### src/source/rs_params.svh
`ifndef RS_PARAMS_SVH
`define RS_PARAMS_SVH

// Station size, one entry per functional unit
`define RS_NUM_ENTRIES 6

// Physical register file and reorder buffer depth
`define RS_NUM_PR 64
`define RS_NUM_ROB 32

// Tag that never names a producer
`define RS_ZERO_PR 0

// Unit kind codes
`define FU_ALU    2'd0
`define FU_MULT   2'd1
`define FU_MEM    2'd2
`define FU_BRANCH 2'd3

// Unit kind per entry, entry 0 in the low bits
`define RS_FU_LIST {`FU_ALU, `FU_BRANCH, `FU_MEM, `FU_MULT, `FU_ALU, `FU_ALU}

`endif
### src/source/rs_pkg.sv
`include "rs_params.svh"

package rs_pkg;

  // Physical register tag
  typedef logic [$clog2(`RS_NUM_PR)-1:0] pr_tag_t;

  // Reorder buffer index, wraps modulo the depth
  typedef logic [$clog2(`RS_NUM_ROB)-1:0] rob_idx_t;

  // Functional unit kind
  typedef logic [1:0] fu_kind_t;

  // Operation code handed to the unit
  typedef logic [5:0] op_code_t;

  // Station entry number
  typedef logic [$clog2(`RS_NUM_ENTRIES)-1:0] entry_idx_t;

  // Entry state machine
  typedef enum logic {
    ENTRY_IDLE,     // Free for dispatch
    ENTRY_WAITING   // Holds an instruction
  } entry_state_t;

endpackage

### src/source/rs_top.sv
`include "rs_params.svh"

module rs_top (
  input  logic                                          clock,
  input  logic                                          reset,
  input  logic                                          dispatch_en,
  input  rs_pkg::fu_kind_t                              dispatch_kind,
  input  rs_pkg::op_code_t                              dispatch_op,
  input  rs_pkg::rob_idx_t                              dispatch_rob_idx,
  input  rs_pkg::pr_tag_t                               dispatch_dest_tag,
  input  rs_pkg::pr_tag_t                               dispatch_src1_tag,
  input  logic                                          dispatch_src1_ready,
  input  rs_pkg::pr_tag_t                               dispatch_src2_tag,
  input  logic                                          dispatch_src2_ready,
  input  logic                                          cdb_valid,
  input  rs_pkg::pr_tag_t                               cdb_tag,
  input  logic                                          rollback_en,
  input  rs_pkg::rob_idx_t                              rollback_rob_idx,
  input  rs_pkg::rob_idx_t                              rollback_distance,
  input  logic             [`RS_NUM_ENTRIES-1:0]        fu_free,
  output logic                                          dispatch_stall,
  output logic             [`RS_NUM_ENTRIES-1:0]        issue_valid,
  output rs_pkg::op_code_t [`RS_NUM_ENTRIES-1:0]        issue_op,
  output rs_pkg::rob_idx_t [`RS_NUM_ENTRIES-1:0]        issue_rob_idx,
  output rs_pkg::pr_tag_t  [`RS_NUM_ENTRIES-1:0]        issue_dest_tag,
  output rs_pkg::pr_tag_t  [`RS_NUM_ENTRIES-1:0]        issue_src1_tag,
  output rs_pkg::pr_tag_t  [`RS_NUM_ENTRIES-1:0]        issue_src2_tag
);

  logic             [`RS_NUM_ENTRIES-1:0] busy;
  logic             [`RS_NUM_ENTRIES-1:0] entry_write;     // One-hot from the allocator
  logic             [`RS_NUM_ENTRIES-1:0] issue_request;
  logic             [`RS_NUM_ENTRIES-1:0] entry_grant;
  rs_pkg::op_code_t [`RS_NUM_ENTRIES-1:0] entry_op;        // Stored fields per entry
  rs_pkg::rob_idx_t [`RS_NUM_ENTRIES-1:0] entry_rob_idx;
  rs_pkg::pr_tag_t  [`RS_NUM_ENTRIES-1:0] entry_dest_tag;
  rs_pkg::pr_tag_t  [`RS_NUM_ENTRIES-1:0] entry_src1_tag;
  rs_pkg::pr_tag_t  [`RS_NUM_ENTRIES-1:0] entry_src2_tag;

  rs_dispatch u_dispatch (
    .dispatch_en    (dispatch_en),
    .dispatch_kind  (dispatch_kind),
    .busy           (busy),
    .entry_write    (entry_write),
    .dispatch_stall (dispatch_stall)
  );

  // Payload fans out to every entry, only the strobed one captures
  for (genvar i = 0; i < `RS_NUM_ENTRIES; i++) begin : g_entry
    rs_entry u_entry (
      .clock               (clock),
      .reset               (reset),
      .write               (entry_write[i]),
      .dispatch_op         (dispatch_op),
      .dispatch_rob_idx    (dispatch_rob_idx),
      .dispatch_dest_tag   (dispatch_dest_tag),
      .dispatch_src1_tag   (dispatch_src1_tag),
      .dispatch_src1_ready (dispatch_src1_ready),
      .dispatch_src2_tag   (dispatch_src2_tag),
      .dispatch_src2_ready (dispatch_src2_ready),
      .cdb_valid           (cdb_valid),
      .cdb_tag             (cdb_tag),
      .rollback_en         (rollback_en),
      .rollback_rob_idx    (rollback_rob_idx),
      .rollback_distance   (rollback_distance),
      .grant               (entry_grant[i]),
      .busy                (busy[i]),
      .issue_request       (issue_request[i]),
      .op                  (entry_op[i]),
      .rob_idx             (entry_rob_idx[i]),
      .dest_tag            (entry_dest_tag[i]),
      .src1_tag            (entry_src1_tag[i]),
      .src2_tag            (entry_src2_tag[i])
    );
  end

  rs_issue u_issue (
    .clock          (clock),
    .reset          (reset),
    .issue_request  (issue_request),
    .fu_free        (fu_free),
    .entry_op       (entry_op),
    .entry_rob_idx  (entry_rob_idx),
    .entry_dest_tag (entry_dest_tag),
    .entry_src1_tag (entry_src1_tag),
    .entry_src2_tag (entry_src2_tag),
    .entry_grant    (entry_grant),
    .issue_valid    (issue_valid),
    .issue_op       (issue_op),
    .issue_rob_idx  (issue_rob_idx),
    .issue_dest_tag (issue_dest_tag),
    .issue_src1_tag (issue_src1_tag),
    .issue_src2_tag (issue_src2_tag)
  );

endmodule

### src/source/rs_issue.sv
`include "rs_params.svh"

module rs_issue (
  input  logic                                          clock,
  input  logic                                          reset,
  input  logic             [`RS_NUM_ENTRIES-1:0]        issue_request,
  input  logic             [`RS_NUM_ENTRIES-1:0]        fu_free,
  input  rs_pkg::op_code_t [`RS_NUM_ENTRIES-1:0]        entry_op,
  input  rs_pkg::rob_idx_t [`RS_NUM_ENTRIES-1:0]        entry_rob_idx,
  input  rs_pkg::pr_tag_t  [`RS_NUM_ENTRIES-1:0]        entry_dest_tag,
  input  rs_pkg::pr_tag_t  [`RS_NUM_ENTRIES-1:0]        entry_src1_tag,
  input  rs_pkg::pr_tag_t  [`RS_NUM_ENTRIES-1:0]        entry_src2_tag,
  output logic             [`RS_NUM_ENTRIES-1:0]        entry_grant,
  output logic             [`RS_NUM_ENTRIES-1:0]        issue_valid,
  output rs_pkg::op_code_t [`RS_NUM_ENTRIES-1:0]        issue_op,
  output rs_pkg::rob_idx_t [`RS_NUM_ENTRIES-1:0]        issue_rob_idx,
  output rs_pkg::pr_tag_t  [`RS_NUM_ENTRIES-1:0]        issue_dest_tag,
  output rs_pkg::pr_tag_t  [`RS_NUM_ENTRIES-1:0]        issue_src1_tag,
  output rs_pkg::pr_tag_t  [`RS_NUM_ENTRIES-1:0]        issue_src2_tag
);

  // Each entry owns its unit, so no arbitration between entries
  assign entry_grant = issue_request & fu_free;

  always_ff @(posedge clock) begin
    if (reset) begin
      issue_valid <= '0;
    end else begin
      issue_valid <= entry_grant;   // One cycle pulse per grant
    end
  end

  // Packet payload holds between issues
  always_ff @(posedge clock) begin
    for (int i = 0; i < `RS_NUM_ENTRIES; i++) begin
      if (entry_grant[i]) begin
        issue_op[i]       <= entry_op[i];
        issue_rob_idx[i]  <= entry_rob_idx[i];
        issue_dest_tag[i] <= entry_dest_tag[i];
        issue_src1_tag[i] <= entry_src1_tag[i];
        issue_src2_tag[i] <= entry_src2_tag[i];
      end
    end
  end

  // A granted entry goes idle, so its unit never issues two cycles running
  for (genvar i = 0; i < `RS_NUM_ENTRIES; i++) begin : g_unit_check
    back_to_back_needs_grants: assert property (
      @(posedge clock) disable iff (reset)
      issue_valid[i] |=> !issue_valid[i]
    ) else $error("rs_issue: unit %0d issued twice without two grants", i);
  end

endmodule

### src/source/rs_entry.sv
`include "rs_params.svh"

module rs_entry (
  input  logic                clock,
  input  logic                reset,
  input  logic                write,
  input  rs_pkg::op_code_t    dispatch_op,
  input  rs_pkg::rob_idx_t    dispatch_rob_idx,
  input  rs_pkg::pr_tag_t     dispatch_dest_tag,
  input  rs_pkg::pr_tag_t     dispatch_src1_tag,
  input  logic                dispatch_src1_ready,
  input  rs_pkg::pr_tag_t     dispatch_src2_tag,
  input  logic                dispatch_src2_ready,
  input  logic                cdb_valid,
  input  rs_pkg::pr_tag_t     cdb_tag,
  input  logic                rollback_en,
  input  rs_pkg::rob_idx_t    rollback_rob_idx,
  input  rs_pkg::rob_idx_t    rollback_distance,
  input  logic                grant,
  output logic                busy,
  output logic                issue_request,
  output rs_pkg::op_code_t    op,
  output rs_pkg::rob_idx_t    rob_idx,
  output rs_pkg::pr_tag_t     dest_tag,
  output rs_pkg::pr_tag_t     src1_tag,
  output rs_pkg::pr_tag_t     src2_tag
);

  rs_pkg::entry_state_t state;
  rs_pkg::entry_state_t state_next;

  logic             src1_ready;       // Stored ready bits
  logic             src2_ready;
  logic             cdb_hit;          // Broadcast that can wake something
  logic             src1_wake;        // Stored tag matches the broadcast
  logic             src2_wake;
  logic             new_src1_wake;    // Incoming tag matches the broadcast
  logic             new_src2_wake;
  logic             src1_ready_now;
  logic             src2_ready_now;
  rs_pkg::rob_idx_t rollback_offset;  // Distance from the rollback point
  logic             squash;

  // Tag zero is never produced, so a broadcast of it wakes nothing
  assign cdb_hit = cdb_valid && (cdb_tag != rs_pkg::pr_tag_t'(`RS_ZERO_PR));

  assign src1_wake     = cdb_hit && (cdb_tag == src1_tag);
  assign src2_wake     = cdb_hit && (cdb_tag == src2_tag);
  assign new_src1_wake = cdb_hit && (cdb_tag == dispatch_src1_tag);
  assign new_src2_wake = cdb_hit && (cdb_tag == dispatch_src2_tag);

  assign src1_ready_now = src1_ready || src1_wake;
  assign src2_ready_now = src2_ready || src2_wake;

  // Wraps modulo the ROB depth
  assign rollback_offset = rob_idx - rollback_rob_idx;
  assign squash = rollback_en && (state == rs_pkg::ENTRY_WAITING) &&
                  (rollback_offset <= rollback_distance);

  assign busy = state == rs_pkg::ENTRY_WAITING;

  assign issue_request = (state == rs_pkg::ENTRY_WAITING) && src1_ready_now &&
                         src2_ready_now && !squash;

  always_comb begin
    state_next = state;
    case (state)
      rs_pkg::ENTRY_IDLE: begin
        if (write) begin
          state_next = rs_pkg::ENTRY_WAITING;
        end
      end
      rs_pkg::ENTRY_WAITING: begin
        if (grant || squash) begin
          state_next = rs_pkg::ENTRY_IDLE;   // Issued or rolled back
        end
      end
      default: state_next = rs_pkg::ENTRY_IDLE;
    endcase
  end

  always_ff @(posedge clock) begin
    if (reset) begin
      state      <= rs_pkg::ENTRY_IDLE;
      src1_ready <= 1'b0;
      src2_ready <= 1'b0;
    end else begin
      state <= state_next;
      if (write) begin
        src1_ready <= dispatch_src1_ready || new_src1_wake;   // Wakeup in the write cycle
        src2_ready <= dispatch_src2_ready || new_src2_wake;
      end else begin
        src1_ready <= src1_ready_now;
        src2_ready <= src2_ready_now;
      end
    end
  end

  // Instruction fields, held until the next write
  always_ff @(posedge clock) begin
    if (write) begin
      op       <= dispatch_op;
      rob_idx  <= dispatch_rob_idx;
      dest_tag <= dispatch_dest_tag;
      src1_tag <= dispatch_src1_tag;
      src2_tag <= dispatch_src2_tag;
    end
  end

  // The allocator must only pick idle entries
  write_only_when_idle: assert property (
    @(posedge clock) disable iff (reset)
    write |-> state == rs_pkg::ENTRY_IDLE
  ) else $error("rs_entry: write while waiting");

  // Issue stage grants only what was requested
  grant_needs_request: assert property (
    @(posedge clock) disable iff (reset)
    grant |-> issue_request
  ) else $error("rs_entry: grant without request");

endmodule

### src/source/rs_dispatch.sv
`include "rs_params.svh"

module rs_dispatch (
  input  logic                         dispatch_en,
  input  rs_pkg::fu_kind_t             dispatch_kind,
  input  logic [`RS_NUM_ENTRIES-1:0]   busy,
  output logic [`RS_NUM_ENTRIES-1:0]   entry_write,
  output logic                         dispatch_stall
);

  localparam rs_pkg::fu_kind_t [`RS_NUM_ENTRIES-1:0] FU_LIST = `RS_FU_LIST;

  logic [`RS_NUM_ENTRIES-1:0] kind_match;   // Entry unit matches the instruction
  logic [`RS_NUM_ENTRIES-1:0] candidate;    // Idle and matching
  logic                       found;

  always_comb begin
    for (int i = 0; i < `RS_NUM_ENTRIES; i++) begin
      kind_match[i] = FU_LIST[i] == dispatch_kind;
      candidate[i]  = kind_match[i] && !busy[i];
    end
  end

  // Priority scan, the lowest entry number wins
  always_comb begin
    entry_write = '0;
    found       = 1'b0;
    for (int i = 0; i < `RS_NUM_ENTRIES; i++) begin
      if (!found && candidate[i]) begin
        entry_write[i] = dispatch_en;   // Strobe only on a real dispatch
        found          = 1'b1;
      end
    end
  end

  // Stall only when asked to dispatch with every entry of the kind in use
  assign dispatch_stall = dispatch_en && !found;

  // Busy comes from the entries, so this checks the loop across modules
  always_comb begin
    assert #0 ($onehot0(entry_write) && ((entry_write & busy) == '0))
      else $error("rs_dispatch: entry_write %b against busy %b", entry_write, busy);
  end

endmodule

### config.mk
export PLATFORM = sky130hd
export DESIGN_NAME = rs_top
export DESIGN_NICKNAME = d
export VERILOG_FILES = /design/src/source/rs_pkg.sv /design/src/source/rs_top.sv /design/src/source/rs_issue.sv /design/src/source/rs_entry.sv /design/src/source/rs_dispatch.sv
export VERILOG_INCLUDE_DIRS = /design/src /design/src/source
export SDC_FILE = /design/constraint.sdc
export NUM_CORES = 1
export LEC_CHECK = 0
export BUFFER_PORTS_ARGS = -buffer_cell sky130_fd_sc_hd__buf_2
export CAP_MARGIN = 20
export CORE_ASPECT_RATIO = 0.6
export CORE_MARGIN = 2
export CORE_UTILIZATION = 35
export DETAILED_ROUTE_END_ITERATION = 16
export GPL_ROUTABILITY_DRIVEN = 0
export GPL_TIMING_DRIVEN = 0
export PLACE_DENSITY = 0.61
export SETUP_SLACK_MARGIN = 0.02
export SLEW_MARGIN = 20
export SYNTH_ARGS = -nofsm -noshare
export SYNTH_HDL_FRONTEND = slang
export SYNTH_HIERARCHICAL = 1
export SYNTH_SLANG_ARGS = --single-unit
### constraint.sdc
create_clock -name clock -period 5.1 [get_ports clock]
set_input_delay 0.255 -clock clock [delete_from_list [all_inputs] [get_ports clock]]
set_output_delay 0.255 -clock clock [all_outputs]
set_load 0.02 [all_outputs]
# --- After elaboration in Yosys (flattened, before gate mapping) ---
# Cells that the tools add are included.
classes:
  eq_ne: 17
  bitwise: 7
  n_lt_le_gt_ge: 6
  reduce_logical: 97
  add_sub_neg: 6
  mux: 42
op_table:
  columns: ["operator", "n"]
  rows:
  - ["6-bit == test", 14]
  - ["1-bit logical AND", 57]
  - ["1-bit two-way mux", 36]
  - ["5-bit less-or-equal comparator", 6]
  - ["5-bit subtractor", 6]
  - ["1-bit logical OR", 20]
  - ["1-bit logical NOT", 18]
  - ["1-bit case mux with 2 select lines", 6]
  - ["6-bit AND", 1]
  - ["1-bit inverter", 6]
  - ["6-bit nonzero test", 1]
  - ["2-bit == test, first input constant", 2]
  - ["1-bit by 2-bit == test with 1-bit output, first input constant", 1]
  - ["2-bit logical NOT", 1]
word_totals:
  regBits: 372
  word_cells: 254
  in_bits: 60
  output_inout_bits: 181

# --- Longest topological paths before layout ---
# Gate-level depths: netlist of the first run.
logic_depth:
  ltp_word: 20
  ltp_mapped: 14

# --- Hierarchy ---
# Netlist of the first run, hierarchy kept.
modules_own_cells:
  columns: ["module", "instances", "cells_each", "area_each_um2"]
  rows:
  - ["rs_entry", 6, 119, 1579.0]
  - ["rs_issue", 1, 192, 5435.2]
  - ["rs_dispatch", 1, 15, 97.6]

# --- Worst setup path before layout of the first run ---
# OpenSTA, ideal clock, no wires.
synth_path:
  path_kind: "input to register"
  from: "in dispatch_kind[1]"
  to: "reg g_entry[5].u_entry.src1_ready"
  required_ns: 5.005
  cell_stages: 4
  setup_ns: 0.095
  arrival_ns: 3.400
  slack_ns: 1.604
  path_cell_list: "or3b_4 nor3_1 inv_1 a221oi_1"
synth_via:
  elab_chain_len: 19
  elab_cells_between_ends: 27
  classes_between: "eq/ne: 3; mux: 7; reduce/logical: 17"
synth_lines:
  columns: ["element", "line", "text"]
  rows:
  - ["start, declared", "rs_top.sv:7", "input rs_pkg::fu_kind_t dispatch_kind,"]
  - ["2-bit logical NOT", "rs_dispatch.sv:19", "kind_match[i] = FU_LIST[i] == dispatch_kind;"]
  - ["1-bit logical AND", "rs_dispatch.sv:20", "candidate[i] = kind_match[i] && !busy[i];"]
  - ["1-bit two-way mux", "rs_dispatch.sv:29", "if (!found && candidate[i]) begin"]
  - ["1-bit logical NOT", "rs_dispatch.sv:29", null]
  - ["1-bit logical AND", "rs_dispatch.sv:29", null]
  - ["1-bit two-way mux", "rs_dispatch.sv:29", null]
  - ["1-bit logical NOT", "rs_dispatch.sv:29", null]
  - ["1-bit logical AND", "rs_dispatch.sv:29", null]
  - ["[4 not listed]", null, null]
  - ["1-bit logical NOT", "rs_dispatch.sv:29", null]
  - ["1-bit logical AND", "rs_dispatch.sv:29", null]
  - ["1-bit two-way mux", "rs_dispatch.sv:29", null]
  - ["1-bit logical NOT", "rs_dispatch.sv:29", null]
  - ["1-bit logical AND *", "rs_dispatch.sv:29", null]
  - ["1-bit two-way mux *", "rs_dispatch.sv:29", null]
  - ["named net entry_write[5]", "rs_top.sv:31", "logic [`RS_NUM_ENTRIES-1:0] entry_write;"]
  - ["1-bit two-way mux *", "rs_entry.sv:89", "if (write) begin"]
  - ["end signal, assigned", "rs_entry.sv:90", "src1_ready <= dispatch_src1_ready || new_src1_wake;"]
  - ["end signal, assigned", "rs_entry.sv:93", "src1_ready <= src1_ready_now;"]
  - ["end, declared", "rs_entry.sv:32", "logic src1_ready;"]
# The timed path passes the listed nets; every way through them passes the cells marked *.
# A chain may end at the register's enable or synchronous reset.

# --- Final worst setup path of the first run ---
layout_path:
  from: "reg g_entry[0].u_entry.rob_idx[0]"
  to: "reg u_issue/issue_src2_tag[0] in the netlist's numbering (enable)"
layout_via:
  elab_chain_len: 6
layout_lines:
  columns: ["element", "line", "text"]
  rows:
  - ["start, declared", "rs_entry.sv:23", "output rs_pkg::rob_idx_t rob_idx,"]
  - ["start signal, assigned", "rs_entry.sv:103", "rob_idx <= dispatch_rob_idx;"]
  - ["5-bit subtractor", "rs_entry.sv:56", "assign rollback_offset = rob_idx - rollback_rob_idx;"]
  - ["5-bit less-or-equal comparator", "rs_entry.sv:58", "(rollback_offset <= rollback_distance);"]
  - ["1-bit logical AND", "rs_entry.sv:57", "assign squash = rollback_en && (state == rs_pkg::ENTRY_WAITING) &&"]
  - ["1-bit logical NOT", "rs_entry.sv:63", "src2_ready_now && !squash;"]
  - ["1-bit logical AND", "rs_entry.sv:63", null]
  - ["named net issue_request[0]", "rs_top.sv:32", "logic [`RS_NUM_ENTRIES-1:0] issue_request;"]
  - ["6-bit AND", "rs_issue.sv:23", "assign entry_grant = issue_request & fu_free;"]
  - ["named net entry_grant[0]", "rs_top.sv:33", "logic [`RS_NUM_ENTRIES-1:0] entry_grant;"]
  - ["end signal, assigned by index", "rs_issue.sv:41", "issue_src2_tag[i] <= entry_src2_tag[i];"]
  - ["end, declared", "rs_issue.sv:19", "output rs_pkg::pr_tag_t [`RS_NUM_ENTRIES-1:0] issue_src2_tag"]
# The timed path passes the listed nets, and every way through them passes these cells.

==> impl_metrics.ini, run 1 <==
[run_status]
run_status = finished clean

[global_routing]
antenna_found_initial = 0
grt_usage_pct = 18.24
grt_pass1_vias = 8789
grt_busiest_layer = met1
grtUsageMet2_pct = 26.43
gr-total-overflow = 0
grt_use_met1_pct = 27.05
grt_use_met3_pct = 4.638
grt_start_max_net_pins = 25
grt_pass1_wl_um = 58770

[clock_network]
cts_root_buf = clkbuf_16
cts_tree = done
cts_buffers = 37
clock_latency_ns = 0.53
cts_hold_buf = 20
cts_setup_buffers = 0
clock-sinks = 372
cts_htree_levels = 2
clk_path_buf_depth = 3
clkTransAtPathRegs_ns = 0.06
cts_resized = 0

[logic_synthesis]
syn-num-nets = 1041
synthArstFlopShare_pct = 0
yosysSeqAreaShare_pct = 72.84
synth.area.top_cells = edfxtp_1 (70%), xor2_1 (5.6%), ha_1 (4.5%)
synth_edf_count = 348
synth_ff_type = edfxtp_1
postSynthCellCount = 921
yosysMostFrequentCell = edfxtp_1
yosys_warnings = 6
netlist_area_um2 = 15010
synth_area_leader_cell = edfxtp_1
netlist_top_cells_count = edfxtp_1 (348), xor2_1 (96), inv_1 (85), xnor2_1 (72), ha_1 (54)
syn_avg_cell_area_um2 = 16.29
yosysTopAreaCellShare_pct = 69.63
yosys_register_bits = 372
synth_cell_types = 33

[power_and_ir_drop]
p_per_area_nw_per_um2 = 345.9
p_leak_nw = 6.975
intPower_mw = 4.998
seq_power_share_pct = 52.5
combPwrFrac_pct = 6.9
p_switching_mw = 1.440
clockPowerShare_pct = 40.6
max-vdd-ir-drop_v = 0.0002267
swShare_pct = 22.37

[floorplanning]
core_um2 = 42090
die_h_um = 164.4
die_x_um = 271.3
io-pin-count = 241
start_util_pct = 35.65
dieArea_um2 = 44600
rows = 58

[timing]
finalCritPeriodShare_pct = 81.23
fin_tns_setup_ns = 0
tightest_slew_ns = 0.8276
fin_skew_ns = 0.01565
rsz0062_at_grt = no
slew_headroom_pct = 44.52
hold_viol_final = 0
fmax_mhz = 241.4
setup_violations = 0
min_period_ns = 4.143
slew_viol_final = 0

[setup_path]
r2r_cells = 14
cp.arrival_ns = 4.37
cp_max_fo = 18
crit_path_start_kind = flop
cp-end-kind = flop
crit_type = reg2reg
cp.required_ns = 5.33

[worst_hold_path]
whs_path_depth = 1
hold_class = in2reg

[layout]
regArea_um2 = 10930
n_antenna_cell = 0
fin_area_um2 = 18610
synthToLayoutAreaGrowth_pct = 24.04
nets = 1359
fill_cells = 3789
drive_gt1_share_pct = 27.33
multi_input_area_um2 = 3611

[drt]
drc_errors = 0
routedWlPerCell_um = 22.28
wl_um = 40900
via_per_inst = 4.755
dr.first_iter.drc_count = 703
num_vias = 8731
ant_nets = 0
drt-pass1-iter-count = 5

[place]
place_area_um2 = 17260
hpwl_um = 29580
portBuffers = 234

[job]
drv_cap = 0
## cell type report
| type | instances | share of cell area [%] |
|---|---|---|
| buffer | 36 | 1.008 |
| clock buffer | 46 | 5.384 |
| clock inverter | 20 | 0.7932 |
| inverter | 85 | 1.714 |
| multi-input combinational | 428 | 19.40 |
| sequential | 372 | 58.72 |
| tap | 570 | 3.831 |
| timing repair buffer | 279 | 9.148 |
## layer usage
metal	wire (um)	part of all wire (%)
met2	17220	42
met3	3156	7.7
met5	0	0
met4	958	2.3
met1	19560	48
## cells by family after synthesis
kind of cell               share of synthesized area [%]
adders and majority gates                          5.303
buffers and inverters                              3.377
xor gates and xnor gates                           9.805
DFF                                                72.84
and+or+nand+nor                                    4.469
AOI/OAI and AO/OA                                  4.144
muxes                                            0.06670
## cells in the final DEF, fill, tap and decap left out, drive strengths merged, types with 12 or more instances in the layout
cell type    Yosys  layout
inv             85      86
xor2            96      96
nor2            19      19
xnor2           72      72
buf             13     272
nand4           18      18
dfxtp           24      24
nor4            24      24
a21o            12      12
a21oi           31      31
clkbuf          23      69
clkinv           0      15
edfxtp         348     348
a41oi           12      12
ha              54      54
dlygate4sd3      0      20
nand2           15      15
a221oi          13      13
## sequential cells by signal, summed over array words and instances (netlist names)
signal	flops
g_entry.u_entry/rob_idx	30
g_entry.u_entry/op	36
u_issue/issue_dest_tag	36
u_issue/issue_op	36
u_issue/issue_rob_idx	30
u_issue/issue_src1_tag	36
u_issue/issue_src2_tag	36
u_issue/issue_valid	6
g_entry.u_entry/busy	6
g_entry.u_entry/dest_tag	36
g_entry.u_entry/src2_tag	36
g_entry.u_entry/src1_ready	6
g_entry.u_entry/src2_ready	6
g_entry.u_entry/src1_tag	36
## worst max-delay path, stage by stage (launching register included)
cell and delay, ns:
edfxtp_1 0.36, inv_1 0.08, ha_1 0.21, fa_1 0.41, inv_1 0.07, a21o_1 0.16, a21oi_1 0.09, xnor2_1 0.16
ha_1 0.34, nand4_1 0.12, o221ai_1 0.20, a21oi_1 0.15, nor4b_1 0.62, and2_2 0.62, buf_16 0.23
## final timing paths
path                                                       endpoint  slack (ns)                                    start
worst max register to register  u_issue/issue_src2_tag[0]$_DFFE_PP_        0.96  g_entry[0].u_entry/rob_idx[0]$_DFFE_PP_
worst min register to register       u_issue/issue_op[13]$_DFFE_PP_        0.41       g_entry[2].u_entry/op[1]$_DFFE_PP_
worst max-delay path            u_issue/issue_src2_tag[0]$_DFFE_PP_        0.96  g_entry[0].u_entry/rob_idx[0]$_DFFE_PP_
worst min-delay path             g_entry[3].u_entry/op[2]$_DFFE_PP_        0.04                           dispatch_op[2]
## metrics by stage
step	hold WS (ns)	power [mW]	utilization [%]	std cells	setup WS (ns)
floorplan	0.3337	3.700	-	921	1.604
global placement	0.4011	3.856	40.13	1725	-1.259
detailed placement	0.4045	3.869	41.02	1750	1.032
CTS	0.009640	6.505	44.22	1836	1.030
global route	0.02278	6.688	44.22	1836	0.8033
finish	0.03734	6.438	44.22	1836	0.9575
## power by group through the flow
stage	logic, mW	registers, mW	clock network [mW]
2_1_floorplan	0.259	3.44	0
3_3_place_gp	0.406	3.45	0
3_5_place_dp	0.423	3.45	0
4_1_cts	0.439	3.38	2.69
5_1_grt	0.488	3.38	2.82
6_report	0.442	3.38	2.62
No activity file was read; power rests on OpenSTA's default activity.
==> run 2: changes to the inputs <==
Clock period 5.1 ns to 4.1 ns, I/O delays scaled along.
==> impl_metrics.ini, run 2 (synthesis gave the netlist of run 1 again) <==
[layout]
mostFrequentLayoutCell = edfxtp_1
nets = 1361
multi_input_area_um2 = 3637
final_cell_mix = edfxtp_1 (348), buf_2 (240), xor2_1 (96), inv_1 (85), xnor2_1 (72)
n_antenna_cell = 0
regArea_um2 = 10930
synthToLayoutAreaGrowth_pct = 24.35
drive_gt1_share_pct = 27.60
fill_cells = 3781

[drt]
routedWlPerCell_um = 22.26
num_vias = 8721
wl_um = 40910
ant_nets = 0
via_per_inst = 4.745
drc_errors = 0
drt-pass1-iter-count = 5
dr.first_iter.drc_count = 690

[clock_network]
cts_buffers = 37
cts_root_buf = clkbuf_16
cts_htree_levels = 2
clock_latency_ns = 0.53
cts_tree = done
clkTransAtPathRegs_ns = 0.07
clk_path_buf_depth = 3
clock-sinks = 372
cts_setup_buffers = 0

[floorplanning]
dieArea_um2 = 44600
start_util_pct = 35.65
die_x_um = 271.3
io-pin-count = 241
rows = 58
core_um2 = 42090
die_h_um = 164.4

[worst_hold_path]
hold_path_end = u_issue/issue_valid[5]$_SDFF_PP0_
whs_path_depth = 2
hold_class = in2reg
hold_start = fu_free[5]

[timing]
finalCritPeriodShare_pct = 96.27
setup_violations = 0
hold_viol_final = 0
rsz0062_at_grt = no
worst_slack_ns = 0.1531
slew_headroom_pct = 46.57
fin_skew_ns = 0.01744
fin_tns_setup_ns = 0
min_period_ns = 3.947
tightest_slew_ns = 0.7971
fmax_mhz = 253.4
slew_viol_final = 0

[setup_path]
cp_max_fo = 18
crit_buf_inv = 3
cp.arrival_ns = 4.18
path_cells = inv_1, ha_1, fa_1, inv_1, a21o_1, a21oi_1, xnor2_1, ha_1, nand4_1, o221ai_1, a21oi_1, nor4b_1, and2_2, buf_16
slowest_delay_ns = 0.63
cpLargestDelayFamily = simple AND/OR/NAND/NOR gates
crit_path_start_kind = flop
r2r-end = u_issue/issue_op[22]$_DFFE_PP_
crit_cells = 14
cp.required_ns = 4.33
rrSetupSlack_ns = 0.15
cp-end-kind = flop
crit_type = reg2reg
crit_slowest_cell = and2_2
regToRegStartpoint = g_entry[3].u_entry/rob_idx[0]$_DFFE_PP_
r2r_cells = 14

[run_status]
run_status = finished clean

[job]
drv_cap = 0

[global_routing]
gr-total-overflow = 0
grt_start_max_net_pins = 25
grt_pass1_vias = 8801
grt_usage_pct = 18.25
antenna_found_initial = 0
grt_pass1_wl_um = 58800

[power_and_ir_drop]
p_per_area_nw_per_um2 = 429.3
p_leak_nw = 6.985
max-vdd-ir-drop_v = 0.0002815

[place]
place_ws_ns = 0.04762
portBuffers = 234
hpwl_um = 29580
## run 2: cell types whose count changed in the layout (fill, tap and decap cells not counted)
cell           before  now
a21oi_1            31   30
a21oi_2             0    1
and2_2              6    3
and2_4              0    3
dlygate4sd3_1      20   22
nor4b_1             6    3
nor4b_2             0    3
## run 2: worst register-to-register path: cells and delay by family, from the launching register on
kind | cells | cell delay [ns]
xor+xnor | 1 | 0.13
simple gates | 3 | 1.23
fa+ha+maj | 3 | 0.96
flops | 1 | 0.34
compound gates | 4 | 0.58
buf+inv | 3 | 0.40
## run 2: final cells by class
| cell class | instances | share of cell area (%) |
|---|---|---|
| Clock buffer | 46 | 5.371 |
| Multi-Input combinational cell | 428 | 19.49 |
| Clock inverter | 20 | 0.7912 |
| Sequential cell | 372 | 58.58 |
| Tap cell | 570 | 3.822 |
| Buffer | 36 | 1.006 |
| Timing Repair Buffer | 281 | 9.233 |
| Inverter | 85 | 1.710 |
## run 2: report_power, final
group | internal [mW] | total [mW] | switching, mW | leakage, nW
clock | 1.81 | 3.25 | 1.44 | 0.560
combinational | 0.224 | 0.553 | 0.328 | 3.08
sequential | 4.18 | 4.21 | 0.0262 | 3.34
total | 6.22 | 8.01 | 1.79 | 6.99
## run 2: how the worst max path moves through the flow
stage	end	from	slack [ns]
after floorplan	g_entry[5].u_entry/src1_ready$_SDFF_PP0_	dispatch_kind[1]	0.65
after global placement	g_entry[4].u_entry/src2_ready$_SDFF_PP0_	g_entry[4].u_entry/busy$_SDFF_PP0_	-2.23
after detailed placement	u_issue/issue_dest_tag[3]$_DFFE_PP_	g_entry[0].u_entry/rob_idx[0]$_DFFE_PP_	0.05
after CTS	u_issue/issue_src2_tag[0]$_DFFE_PP_	g_entry[0].u_entry/rob_idx[0]$_DFFE_PP_	0.03
after global routing	u_issue/issue_op[22]$_DFFE_PP_	g_entry[3].u_entry/rob_idx[0]$_DFFE_PP_	0.03
final	u_issue/issue_op[22]$_DFFE_PP_	g_entry[3].u_entry/rob_idx[0]$_DFFE_PP_	0.15
## run 2: layer usage
| metal | track usage (%) | routed length, um | vias to the layer above |
|---|---|---|---|
| met5 | 0 | 0 | - |
| met4 | 5.095 | 932 | 0 |
| met3 | 4.638 | 3222 | 60 |
| met2 | 26.46 | 17290 | 350 |
| met1 | 27.05 | 19460 | 4273 |
| li1 | - | - | 4038 |
## run 2: timing repair
item	CTS	global route
setup endpoints to repair	0	90
hold buffers	22	0
hold endpoints to repair	107	0
gates resized for setup	0	7
## run 2: per-stage QoR
| step | cell area, um^2 | hold slack [ns] | std cells | utilization (%) | total power [mW] |
|---|---|---|---|---|---|
| final | 18660 | 0.05462 | 1838 | 44.33 | 8.010 |
| after global routing | 18660 | 0.004039 | 1838 | 44.33 | 8.322 |
| after CTS | 18630 | 0.02912 | 1838 | 44.27 | 8.094 |
| after detailed placement | 17260 | 0.4045 | 1750 | 41.02 | 4.813 |
| after global placement | 16890 | 0.4011 | 1725 | 40.13 | 4.797 |
| after floorplan | 15010 | 0.2837 | 921 | - | 4.602 |
